<file path="config.mk">
export PLATFORM = sky130hd
export DESIGN_NAME = tomasulo_core
export DESIGN_NICKNAME = d
export VERILOG_FILES = /design/src/logic/tomasulo_pkg.sv /design/src/logic/tomasulo_core.sv /design/src/logic/exec_unit.sv /design/src/logic/res_station_bank.sv /design/src/logic/issue_unit.sv
export SDC_FILE = /design/constraint.sdc
export NUM_CORES = 2
export LEC_CHECK = 0
export BUFFER_PORTS_ARGS = -buffer_cell sky130_fd_sc_hd__buf_2
export CAP_MARGIN = 30
export CORE_ASPECT_RATIO = 1.4
export CORE_MARGIN = 2
export CORE_UTILIZATION = 30
export CTS_CLUSTER_DIAMETER = 200
export DETAILED_ROUTE_END_ITERATION = 6
export SETUP_SLACK_MARGIN = 0.5
export SYNTH_ARGS = -nofsm -noshare
export SYNTH_HDL_FRONTEND = slang
export SYNTH_HIERARCHICAL = 1
export SYNTH_SLANG_ARGS = --single-unit
</file>
<file path="constraint.sdc">
create_clock -name clk -period 8.5 [get_ports clk]
set_input_delay 0.85 -clock clk [delete_from_list [all_inputs] [get_ports clk]]
set_output_delay 0.85 -clock clk [all_outputs]
set_load 0.01 [all_outputs]
</file>
<file path="src/logic/tomasulo_pkg.sv">
`default_nettype none

package tomasulo_pkg;

    // datapath and rename widths
    localparam int DATA_W   = 32;
    localparam int TAG_W    = 3;
    localparam int NUM_TAGS = 8;
    localparam int REG_W    = 5;

    // alu operations carried through the stations
    typedef enum logic [2:0] {
        OP_ADD,
        OP_SUB,
        OP_AND,
        OP_OR,
        OP_XOR,
        OP_SLL,
        OP_SRL,
        OP_SLT
    } alu_op_t;

    // rv32i major opcodes handled here
    localparam logic [6:0] OPC_OP    = 7'b0110011;
    localparam logic [6:0] OPC_OPIMM = 7'b0010011;

    // instruction field positions
    localparam int RD_LSB  = 7;
    localparam int F3_LSB  = 12;
    localparam int RS1_LSB = 15;
    localparam int RS2_LSB = 20;
    localparam int IMM_LSB = 20;
    localparam int F7_LSB  = 25;

    // funct3 codes
    localparam logic [2:0] F3_ADD = 3'b000;
    localparam logic [2:0] F3_SLL = 3'b001;
    localparam logic [2:0] F3_SLT = 3'b010;
    localparam logic [2:0] F3_XOR = 3'b100;
    localparam logic [2:0] F3_SR  = 3'b101;
    localparam logic [2:0] F3_OR  = 3'b110;
    localparam logic [2:0] F3_AND = 3'b111;

    // funct7 of sub (and of sra, which is not taken)
    localparam logic [6:0] F7_ALT = 7'b0100000;

endpackage

`default_nettype wire
</file>
<file path="src/logic/tomasulo_core.sv">
`default_nettype none

module tomasulo_core #(
    parameter int NUM_RS = 4
) (
    input  logic                              clk,
    input  logic                              rst,
    input  logic                              instr_valid,
    input  logic [31:0]                       instr,
    input  logic [tomasulo_pkg::REG_W-1:0]    dbg_addr,
    output logic                              issue_ready,
    output logic                              cdb_valid,
    output logic [tomasulo_pkg::TAG_W-1:0]    cdb_tag,
    output logic [tomasulo_pkg::REG_W-1:0]    cdb_rd,
    output logic [tomasulo_pkg::DATA_W-1:0]   cdb_data,
    output logic [tomasulo_pkg::DATA_W-1:0]   dbg_data
);
    import tomasulo_pkg::*;

    localparam int SLOT_W = $clog2(NUM_RS);

    // issue to stations
    logic              alloc_valid;
    logic [SLOT_W-1:0] alloc_slot;
    alu_op_t           alloc_op;
    logic [TAG_W-1:0]  alloc_tag;
    logic [REG_W-1:0]  alloc_rd;
    logic              alloc_src1_valid;
    logic [TAG_W-1:0]  alloc_src1_tag;
    logic [DATA_W-1:0] alloc_src1_data;
    logic              alloc_src2_valid;
    logic [TAG_W-1:0]  alloc_src2_tag;
    logic [DATA_W-1:0] alloc_src2_data;
    logic [NUM_RS-1:0] rs_free;

    // stations to execute
    logic              grant_valid;
    logic [SLOT_W-1:0] grant_slot;
    logic [NUM_RS-1:0] rs_ready;
    alu_op_t           sel_op;
    logic [TAG_W-1:0]  sel_tag;
    logic [REG_W-1:0]  sel_rd;
    logic [DATA_W-1:0] sel_a;
    logic [DATA_W-1:0] sel_b;

    issue_unit #(
        .NUM_RS(NUM_RS)
    ) issue_unit_inst (
        .*
    );

    res_station_bank #(
        .NUM_RS(NUM_RS)
    ) res_station_bank_inst (
        .*
    );

    exec_unit #(
        .NUM_RS(NUM_RS)
    ) exec_unit_inst (
        .*
    );

endmodule

`default_nettype wire

</file>
<file path="src/logic/exec_unit.sv">
`default_nettype none

module exec_unit #(
    parameter int NUM_RS = 4,
    localparam int SLOT_W = $clog2(NUM_RS)
) (
    input  logic                              clk,
    input  logic                              rst,
    input  logic [NUM_RS-1:0]                 rs_ready,
    input  tomasulo_pkg::alu_op_t             sel_op,
    input  logic [tomasulo_pkg::TAG_W-1:0]    sel_tag,
    input  logic [tomasulo_pkg::REG_W-1:0]    sel_rd,
    input  logic [tomasulo_pkg::DATA_W-1:0]   sel_a,
    input  logic [tomasulo_pkg::DATA_W-1:0]   sel_b,
    output logic                              grant_valid,
    output logic [SLOT_W-1:0]                 grant_slot,
    output logic                              cdb_valid,
    output logic [tomasulo_pkg::TAG_W-1:0]    cdb_tag,
    output logic [tomasulo_pkg::REG_W-1:0]    cdb_rd,
    output logic [tomasulo_pkg::DATA_W-1:0]   cdb_data
);
    import tomasulo_pkg::*;

    logic [DATA_W-1:0] alu_res;

    // lowest ready station wins
    always_comb begin
        grant_slot = '0;
        for (int s = NUM_RS - 1; s >= 0; s--) begin
            if (rs_ready[s]) begin
                grant_slot = SLOT_W'(s);
            end
        end
    end

    assign grant_valid = |rs_ready;

    // shifts by low five bits, slt signed
    always_comb begin
        case (sel_op)
            OP_ADD:  alu_res = sel_a + sel_b;
            OP_SUB:  alu_res = sel_a - sel_b;
            OP_AND:  alu_res = sel_a & sel_b;
            OP_OR:   alu_res = sel_a | sel_b;
            OP_XOR:  alu_res = sel_a ^ sel_b;
            OP_SLL:  alu_res = sel_a << sel_b[4:0];
            OP_SRL:  alu_res = sel_a >> sel_b[4:0];
            OP_SLT:  alu_res = {{(DATA_W-1){1'b0}}, $signed(sel_a) < $signed(sel_b)};
            default: alu_res = '0;
        endcase
    end

    // bus valid
    always_ff @(posedge clk) begin
        if (rst) begin
            cdb_valid <= 1'b0;
        end else begin
            cdb_valid <= grant_valid;
        end
    end

    // bus payload
    always_ff @(posedge clk) begin
        if (grant_valid) begin
            cdb_tag  <= sel_tag;
            cdb_rd   <= sel_rd;
            cdb_data <= alu_res;
        end
    end

endmodule

`default_nettype wire

</file>
<file path="src/logic/res_station_bank.sv">
`default_nettype none

module res_station_bank #(
    parameter int NUM_RS = 4,
    localparam int SLOT_W = $clog2(NUM_RS)
) (
    input  logic                              clk,
    input  logic                              rst,
    input  logic                              alloc_valid,
    input  logic [SLOT_W-1:0]                 alloc_slot,
    input  tomasulo_pkg::alu_op_t             alloc_op,
    input  logic [tomasulo_pkg::TAG_W-1:0]    alloc_tag,
    input  logic [tomasulo_pkg::REG_W-1:0]    alloc_rd,
    input  logic                              alloc_src1_valid,
    input  logic [tomasulo_pkg::TAG_W-1:0]    alloc_src1_tag,
    input  logic [tomasulo_pkg::DATA_W-1:0]   alloc_src1_data,
    input  logic                              alloc_src2_valid,
    input  logic [tomasulo_pkg::TAG_W-1:0]    alloc_src2_tag,
    input  logic [tomasulo_pkg::DATA_W-1:0]   alloc_src2_data,
    input  logic                              grant_valid,
    input  logic [SLOT_W-1:0]                 grant_slot,
    input  logic                              cdb_valid,
    input  logic [tomasulo_pkg::TAG_W-1:0]    cdb_tag,
    input  logic [tomasulo_pkg::DATA_W-1:0]   cdb_data,
    output logic [NUM_RS-1:0]                 rs_free,
    output logic [NUM_RS-1:0]                 rs_ready,
    output tomasulo_pkg::alu_op_t             sel_op,
    output logic [tomasulo_pkg::TAG_W-1:0]    sel_tag,
    output logic [tomasulo_pkg::REG_W-1:0]    sel_rd,
    output logic [tomasulo_pkg::DATA_W-1:0]   sel_a,
    output logic [tomasulo_pkg::DATA_W-1:0]   sel_b
);
    import tomasulo_pkg::*;

    // per-entry state
    logic              busy  [NUM_RS];
    alu_op_t           op    [NUM_RS];
    logic [TAG_W-1:0]  tag   [NUM_RS];
    logic [REG_W-1:0]  rd    [NUM_RS];
    logic [DATA_W-1:0] a     [NUM_RS];
    logic              a_vld [NUM_RS];
    logic [TAG_W-1:0]  a_tag [NUM_RS];
    logic [DATA_W-1:0] b     [NUM_RS];
    logic              b_vld [NUM_RS];
    logic [TAG_W-1:0]  b_tag [NUM_RS];

    // producer hitting the bus while the allocation is in flight
    logic alloc_a_hit;
    logic alloc_b_hit;

    assign alloc_a_hit = !alloc_src1_valid && cdb_valid && cdb_tag == alloc_src1_tag;
    assign alloc_b_hit = !alloc_src2_valid && cdb_valid && cdb_tag == alloc_src2_tag;

    always_comb begin
        for (int i = 0; i < NUM_RS; i++) begin
            rs_free[i]  = !busy[i];
            rs_ready[i] = busy[i] && a_vld[i] && b_vld[i];
        end
    end

    // granted entry out to the alu
    assign sel_op  = op[grant_slot];
    assign sel_tag = tag[grant_slot];
    assign sel_rd  = rd[grant_slot];
    assign sel_a   = a[grant_slot];
    assign sel_b   = b[grant_slot];

    always_ff @(posedge clk) begin
        if (rst) begin
            for (int i = 0; i < NUM_RS; i++) begin
                busy[i]  <= 1'b0;
                a_vld[i] <= 1'b0;
                b_vld[i] <= 1'b0;
            end
        end else begin
            // snoop the bus for waiting operands
            for (int i = 0; i < NUM_RS; i++) begin
                if (busy[i] && cdb_valid && !a_vld[i] && a_tag[i] == cdb_tag) begin
                    a[i]     <= cdb_data;
                    a_vld[i] <= 1'b1;
                end
                if (busy[i] && cdb_valid && !b_vld[i] && b_tag[i] == cdb_tag) begin
                    b[i]     <= cdb_data;
                    b_vld[i] <= 1'b1;
                end
            end
            // granted entry frees at the edge it goes to the alu
            if (grant_valid) begin
                busy[grant_slot] <= 1'b0;
            end
            // new entry; its slot was free so no clash with the above
            if (alloc_valid) begin
                busy[alloc_slot]  <= 1'b1;
                op[alloc_slot]    <= alloc_op;
                tag[alloc_slot]   <= alloc_tag;
                rd[alloc_slot]    <= alloc_rd;
                a[alloc_slot]     <= alloc_a_hit ? cdb_data : alloc_src1_data;
                a_vld[alloc_slot] <= alloc_src1_valid || alloc_a_hit;
                a_tag[alloc_slot] <= alloc_src1_tag;
                b[alloc_slot]     <= alloc_b_hit ? cdb_data : alloc_src2_data;
                b_vld[alloc_slot] <= alloc_src2_valid || alloc_b_hit;
                b_tag[alloc_slot] <= alloc_src2_tag;
            end
        end
    end

endmodule

`default_nettype wire

</file>
<file path="src/logic/issue_unit.sv">
`default_nettype none

module issue_unit #(
    parameter int NUM_RS = 4,
    localparam int SLOT_W = $clog2(NUM_RS)
) (
    input  logic                              clk,
    input  logic                              rst,
    input  logic                              instr_valid,
    input  logic [31:0]                       instr,
    input  logic [NUM_RS-1:0]                 rs_free,
    input  logic                              cdb_valid,
    input  logic [tomasulo_pkg::TAG_W-1:0]    cdb_tag,
    input  logic [tomasulo_pkg::REG_W-1:0]    cdb_rd,
    input  logic [tomasulo_pkg::DATA_W-1:0]   cdb_data,
    input  logic [tomasulo_pkg::REG_W-1:0]    dbg_addr,
    output logic                              issue_ready,
    output logic                              alloc_valid,
    output logic [SLOT_W-1:0]                 alloc_slot,
    output tomasulo_pkg::alu_op_t             alloc_op,
    output logic [tomasulo_pkg::TAG_W-1:0]    alloc_tag,
    output logic [tomasulo_pkg::REG_W-1:0]    alloc_rd,
    output logic                              alloc_src1_valid,
    output logic [tomasulo_pkg::TAG_W-1:0]    alloc_src1_tag,
    output logic [tomasulo_pkg::DATA_W-1:0]   alloc_src1_data,
    output logic                              alloc_src2_valid,
    output logic [tomasulo_pkg::TAG_W-1:0]    alloc_src2_tag,
    output logic [tomasulo_pkg::DATA_W-1:0]   alloc_src2_data,
    output logic [tomasulo_pkg::DATA_W-1:0]   dbg_data
);
    import tomasulo_pkg::*;

    localparam int NUM_REGS = 2 ** REG_W;

    // tagged register file
    logic [DATA_W-1:0] reg_data [NUM_REGS];
    logic              reg_pend [NUM_REGS];
    logic [TAG_W-1:0]  reg_tag  [NUM_REGS];
    logic [NUM_TAGS-1:0] tag_busy;

    // instruction fields
    logic [6:0]       opcode;
    logic [2:0]       f3;
    logic [6:0]       f7;
    logic [REG_W-1:0] rd;
    logic [REG_W-1:0] src_idx [2];

    logic              is_imm;
    logic              dec_ok;
    alu_op_t           dec_op;
    logic [DATA_W-1:0] imm_val;

    logic              src_vld [2];
    logic [TAG_W-1:0]  src_tag [2];
    logic [DATA_W-1:0] src_dat [2];

    logic [NUM_RS-1:0] pend_slot;
    logic [NUM_RS-1:0] free_slots;
    logic [SLOT_W-1:0] new_slot;
    logic [TAG_W-1:0]  new_tag;
    logic              accept;

    assign opcode     = instr[6:0];
    assign f3         = instr[F3_LSB +: 3];
    assign f7         = instr[F7_LSB +: 7];
    assign rd         = instr[RD_LSB +: REG_W];
    assign src_idx[0] = instr[RS1_LSB +: REG_W];
    assign src_idx[1] = instr[RS2_LSB +: REG_W];
    assign is_imm     = (opcode == OPC_OPIMM);

    // decode, anything outside OP / OP-IMM subset gets dropped
    always_comb begin
        dec_ok = 1'b0;
        dec_op = OP_ADD;
        if (opcode == OPC_OP || is_imm) begin
            dec_ok = 1'b1;
            case (f3)
                F3_ADD: dec_op = (!is_imm && f7 == F7_ALT) ? OP_SUB : OP_ADD;
                F3_SLL: dec_op = OP_SLL;
                F3_SLT: dec_op = OP_SLT;
                F3_XOR: dec_op = OP_XOR;
                F3_SR:  dec_op = OP_SRL;
                F3_OR:  dec_op = OP_OR;
                F3_AND: dec_op = OP_AND;
                default: dec_ok = 1'b0;
            endcase
            // funct7 must be zero for register forms and immediate shifts, sub aside
            if ((!is_imm || f3 == F3_SLL || f3 == F3_SR) && f7 != 7'b0 &&
                !(!is_imm && f3 == F3_ADD && f7 == F7_ALT)) begin
                dec_ok = 1'b0;
            end
        end
    end

    // shamt zero extended, other immediates sign extended
    assign imm_val = (f3 == F3_SLL || f3 == F3_SR) ?
                     {{(DATA_W-5){1'b0}}, instr[IMM_LSB +: 5]} :
                     {{(DATA_W-12){instr[31]}}, instr[IMM_LSB +: 12]};

    // operand read, with bypass when the producer is on the bus now
    always_comb begin
        for (int i = 0; i < 2; i++) begin
            src_vld[i] = 1'b1;
            src_tag[i] = reg_tag[src_idx[i]];
            src_dat[i] = reg_data[src_idx[i]];
            if (reg_pend[src_idx[i]]) begin
                if (cdb_valid && cdb_tag == reg_tag[src_idx[i]]) begin
                    src_dat[i] = cdb_data;
                end else begin
                    src_vld[i] = 1'b0;
                end
            end
        end
        if (is_imm) begin
            src_vld[1] = 1'b1;
            src_dat[1] = imm_val;
        end
    end

    // slot held by the allocation still in flight to the stations
    assign pend_slot  = alloc_valid ? (NUM_RS'(1) << alloc_slot) : '0;
    assign free_slots = rs_free & ~pend_slot;

    // lowest free station and lowest free tag
    always_comb begin
        new_slot = '0;
        for (int s = NUM_RS - 1; s >= 0; s--) begin
            if (free_slots[s]) begin
                new_slot = SLOT_W'(s);
            end
        end
        new_tag = '0;
        for (int t = NUM_TAGS - 1; t >= 0; t--) begin
            if (!tag_busy[t]) begin
                new_tag = TAG_W'(t);
            end
        end
    end

    assign issue_ready = (|free_slots) && !(&tag_busy);
    assign accept      = instr_valid && issue_ready && dec_ok;
    assign dbg_data    = reg_data[dbg_addr];

    always_ff @(posedge clk) begin
        if (rst) begin
            alloc_valid <= 1'b0;
            tag_busy    <= '0;
            for (int r = 0; r < NUM_REGS; r++) begin
                reg_data[r] <= '0;
                reg_pend[r] <= 1'b0;
                reg_tag[r]  <= '0;
            end
        end else begin
            alloc_valid <= accept;
            // writeback only from the latest producer of the register
            if (cdb_valid) begin
                tag_busy[cdb_tag] <= 1'b0;
                if (reg_pend[cdb_rd] && reg_tag[cdb_rd] == cdb_tag) begin
                    reg_data[cdb_rd] <= cdb_data;
                    reg_pend[cdb_rd] <= 1'b0;
                end
            end
            // retag overrides a same-cycle writeback; x0 stays untagged
            if (accept) begin
                tag_busy[new_tag] <= 1'b1;
                if (rd != '0) begin
                    reg_pend[rd] <= 1'b1;
                    reg_tag[rd]  <= new_tag;
                end
            end
        end
    end

    // allocation payload, one cycle behind the strobe
    always_ff @(posedge clk) begin
        if (accept) begin
            alloc_slot       <= new_slot;
            alloc_op         <= dec_op;
            alloc_tag        <= new_tag;
            alloc_rd         <= rd;
            alloc_src1_valid <= src_vld[0];
            alloc_src1_tag   <= src_tag[0];
            alloc_src1_data  <= src_dat[0];
            alloc_src2_valid <= src_vld[1];
            alloc_src2_tag   <= src_tag[1];
            alloc_src2_data  <= src_dat[1];
        end
    end

endmodule

`default_nettype wire

</file>
==> flow_metrics.tcl <==
set metrics [dict create \
    post_cts_buffers 0 \
    cts_tree "yes" \
    ys_seq_area_frac 0.4903 \
    die_w_um 487.9 \
    setup_viol 0 \
    clock_tree.root_cell "clkbuf_16" \
    clock_sinks 1623 \
    hp-start "instr[7]" \
    cts_buffer_depth 4 \
    crit_type "flip-flop to flip-flop" \
    hold_ws_ps 280.7 \
    fmax_mhz 161.1 \
    synth_ff_type "edfxtp_1" \
    skew_ps 49.16 \
    cp.required_ps 9040 \
    postSynthCellCount 6961 \
    grt_overflow 0 \
    drt_iter0_markers 8967 \
    synth_warnings 6 \
    synth.area.top_cells "edfxtp_1, mux4_2, mux2_2" \
    power.density_mw_per_mm2 167.9 \
    async_reset_ff_frac 0 \
    cellLeakagePower_nw 35.26 \
    fin_cells 11240 \
    rr_worst_depth 16 \
    dr.pass1.iters 7 \
    antenna_left 0 \
    cts-hold-fix-buffers 0 \
    cts_buffers 167 \
    synth_mux_area_frac 0.3171 \
    path_clk_slew_ps 70 \
    synth-xor-area-share 0.003829 \
    vdd_drop_max_mv 0.1502 \
    critPathCaptureType "flip-flop" \
    grt_max_degree 138 \
    cap_violations 0 \
    final_nets 6880 \
    vias_per_cell 6.209 \
    synth_top_area_share 0.4797 \
    worst-r2r-setup-slack_ps 2290 \
    holdPathStages 1 \
    core-area_sq_mm 0.3261 \
    seq_area_sq_mm 0.04822 \
    cts-htree-levels 4 \
    rows 248 \
    synth_common_cells "edfxtp_1, mux4_2, nor3_1" \
    yosysTopAreaCell "edfxtp_1" \
    r2r-start "res_station_bank_inst/busy[3]" \
    fill_cells 31410 \
    hp-class "primary input to flip-flop" \
    min_period_over_period 0.7301 \
    synth_top_family_by_area "multiplexers" \
    rsz0062_at_grt "no" \
    synth_compound_area_frac 0.05233 \
    start_util 0.3016 \
    relSlewSlack 0.1896 \
    tns_ps 0 \
    port-buffer-count 113 \
    antenna_found_initial 22 \
    cp-start-kind "flip-flop" \
    multi_input_area_sq_mm 0.04701 \
    wl_per_cell_um 33.70 \
    synth_edf_count 1571 \
    num_io_pins 114 \
    fin_util 0.3355 \
    violations "DRC" \
    grt_pass1_vias 70460 \
    yosysUniqueCellTypes 88 \
    placed_cell_area_sq_mm 0.1040 \
    die_h_um 681.5 \
    hold_viol 0 \
    cts_resized 0 \
    track_usage 0.2230 \
    finalInstanceArea_sq_mm 0.1094 \
    synth_fa_ha_area_frac 0.01275 \
    yosys.cell_count.top_type "edfxtp_1" \
    die_area_sq_mm 0.3325 \
    routabilityCongestion 0.9344 \
    drive_above_1_share 0.3183 \
    drv_slew 0 \
    synthSimpleGateAreaFrac 0.08510 \
    cp_max_fo 47 \
    worstHoldEndpoint "issue_unit_inst/alloc_rd[0]" \
    grt_first_pass_wirelength_um 533200 \
    num_vias 69800 \
    cp.arrival_ps 6750 \
    placedCellCount 10940 \
    rr_endpoint "exec_unit_inst/cdb_data[0]" \
    tightest_slew_ps 1216 \
    drcViolationCount 4 \
    netlist_area_sq_mm 0.09835 \
    syn_area_per_cell_sq_um 14.13 \
    yosys_register_bits 1623 \
    outcome "finished with violations" \
    post-route-min-period_ps 6206 \
    routed_wl_um 378900 \
    area_delta_synth_final_pct 11.27 \
    place_hpwl_um 236200 \
    clock_latency_ps 850 \
]
## worst max-delay path, stage by stage, from the launching register on
cell,delay [ps]
dfxtp_1,440
and3_1,230
nor2_1,110
nor3_2,620
buf_4,710
mux4_2,470
inv_1,80
ha_1,430
nor2_1,190
inv_1,100
nor4_1,720
a211oi_2,310
o41ai_2,600
a21oi_1,200
o41a_1,340
o311ai_1,240
a22oi_1,100
## per-stage QoR
stage / total power (W) / setup slack (ps)
2_1_floorplan: 0.01036 / 2965
3_3_place_gp: 0.01104 / 2452
3_5_place_dp: 0.01108 / 2455
4_1_cts: 0.01840 / 2443
5_1_grt: 0.01876 / 1988
6_report: 0.01837 / 2295
## flip-flops by register name, indices dropped and copies added (netlist names), 3 cells and up
| register | flops |
|---|---|
| issue_unit_inst/reg_data | 1024 |
| exec_unit_inst/cdb_rd | 5 |
| issue_unit_inst/alloc_src2_tag | 3 |
| issue_unit_inst/tag_busy | 8 |
| issue_unit_inst/alloc_src1_data | 32 |
| res_station_bank_inst/busy | 4 |
| res_station_bank_inst/op | 12 |
| issue_unit_inst/alloc_rd | 5 |
| res_station_bank_inst/b_vld | 4 |
| res_station_bank_inst/rd | 20 |
| issue_unit_inst/alloc_src1_tag | 3 |
| res_station_bank_inst/b | 128 |
| res_station_bank_inst/b_tag | 12 |
| issue_unit_inst/alloc_src2_data | 32 |
| res_station_bank_inst/a | 128 |
| issue_unit_inst/reg_tag | 96 |
| issue_unit_inst/alloc_op | 3 |
| res_station_bank_inst/tag | 12 |
| issue_unit_inst/alloc_tag | 3 |
| res_station_bank_inst/a_tag | 12 |
| res_station_bank_inst/a_vld | 4 |
| exec_unit_inst/cdb_data | 32 |
| exec_unit_inst/cdb_tag | 3 |
| issue_unit_inst/reg_pend | 32 |
## cell type report
cell class                      count  share of cell area
Timing Repair Buffer              343             0.02559
Clock buffer                      197             0.03941
Tap cell                         4375             0.05002
Antenna cell                        6           0.0001372
Clock inverter                     93            0.008084
Inverter                          189            0.006529
Sequential cell                  1623              0.4406
Multi-Input combinational cell   4417              0.4296
## layout by cell type, fill, tap and decap left out, types with 13 or more instances in the layout
cell | synthesis | layout
a211oi_1 | 39 | 39
a21o_1 | 18 | 18
a21oi_1 | 180 | 180
a221o_1 | 15 | 15
a222oi_1 | 17 | 17
a22oi_1 | 44 | 44
a31o_2 | 32 | 32
a31oi_1 | 19 | 19
and2_1 | 30 | 29
buf_12 | 0 | 13
buf_2 | 157 | 98
buf_4 | 17 | 205
bufinv_16 | 0 | 15
clkbuf_1 | 472 | 29
clkbuf_16 | 0 | 168
clkinv_1 | 1 | 33
clkinv_2 | 0 | 24
dfxtp_1 | 52 | 52
edfxtp_1 | 1571 | 1571
ha_1 | 97 | 97
inv_1 | 186 | 184
mux2_2 | 341 | 341
mux2i_1 | 180 | 180
mux4_2 | 1134 | 1133
nand2_1 | 271 | 257
nand2b_1 | 17 | 17
nand3_1 | 47 | 45
nand4_1 | 17 | 17
nor2_1 | 625 | 621
nor2b_1 | 26 | 24
nor3_1 | 715 | 712
o211ai_1 | 29 | 29
o21ai_0 | 179 | 156
o21ai_4 | 0 | 33
o21bai_1 | 13 | 13
o22ai_1 | 58 | 58
o31ai_1 | 19 | 13
xnor2_1 | 32 | 32
## cell families after synthesis
family,Yosys count
AND/OR/NAND/NOR,1833
multiplexers,1655
flip-flops,1623
buffers and inverters,923
AO/OA/AOI/OAI,784
adder cells (fa/ha/maj),99
XOR/XNOR,43
other,1
## worst max-delay path by stage
stage / startpoint / to / slack, ps / cells past startpoint
2_1_floorplan: res_station_bank_inst/busy[3] / exec_unit_inst/cdb_data[24] / 2970 / 22
3_3_place_gp: res_station_bank_inst/busy[3] / exec_unit_inst/cdb_data[28] / 2450 / 16
3_5_place_dp: res_station_bank_inst/busy[3] / exec_unit_inst/cdb_data[0] / 2460 / 16
4_1_cts: res_station_bank_inst/busy[3] / exec_unit_inst/cdb_data[0] / 2440 / 16
5_1_grt: res_station_bank_inst/busy[3] / exec_unit_inst/cdb_data[30] / 1990 / 16
6_report: res_station_bank_inst/busy[3] / exec_unit_inst/cdb_data[0] / 2290 / 16
## layer usage
metal,wire length [um],global-route usage,share of wire,vias to the layer above
met1,126300,0.2591,0.33,36050
met2,183700,0.3723,0.48,4917
li1,-,-,-,27570
met3,38540,0.04267,0.10,1251
met5,111,0,0.00029,-
met4,30180,0.1518,0.080,16
## where the power goes
group,internal [W],switching (W)
Clock,0.00409,0.00333
Combinational,0.000837,0.00106
Sequential,0.00892,0.000142
Power figures use the tool's default switching activity.
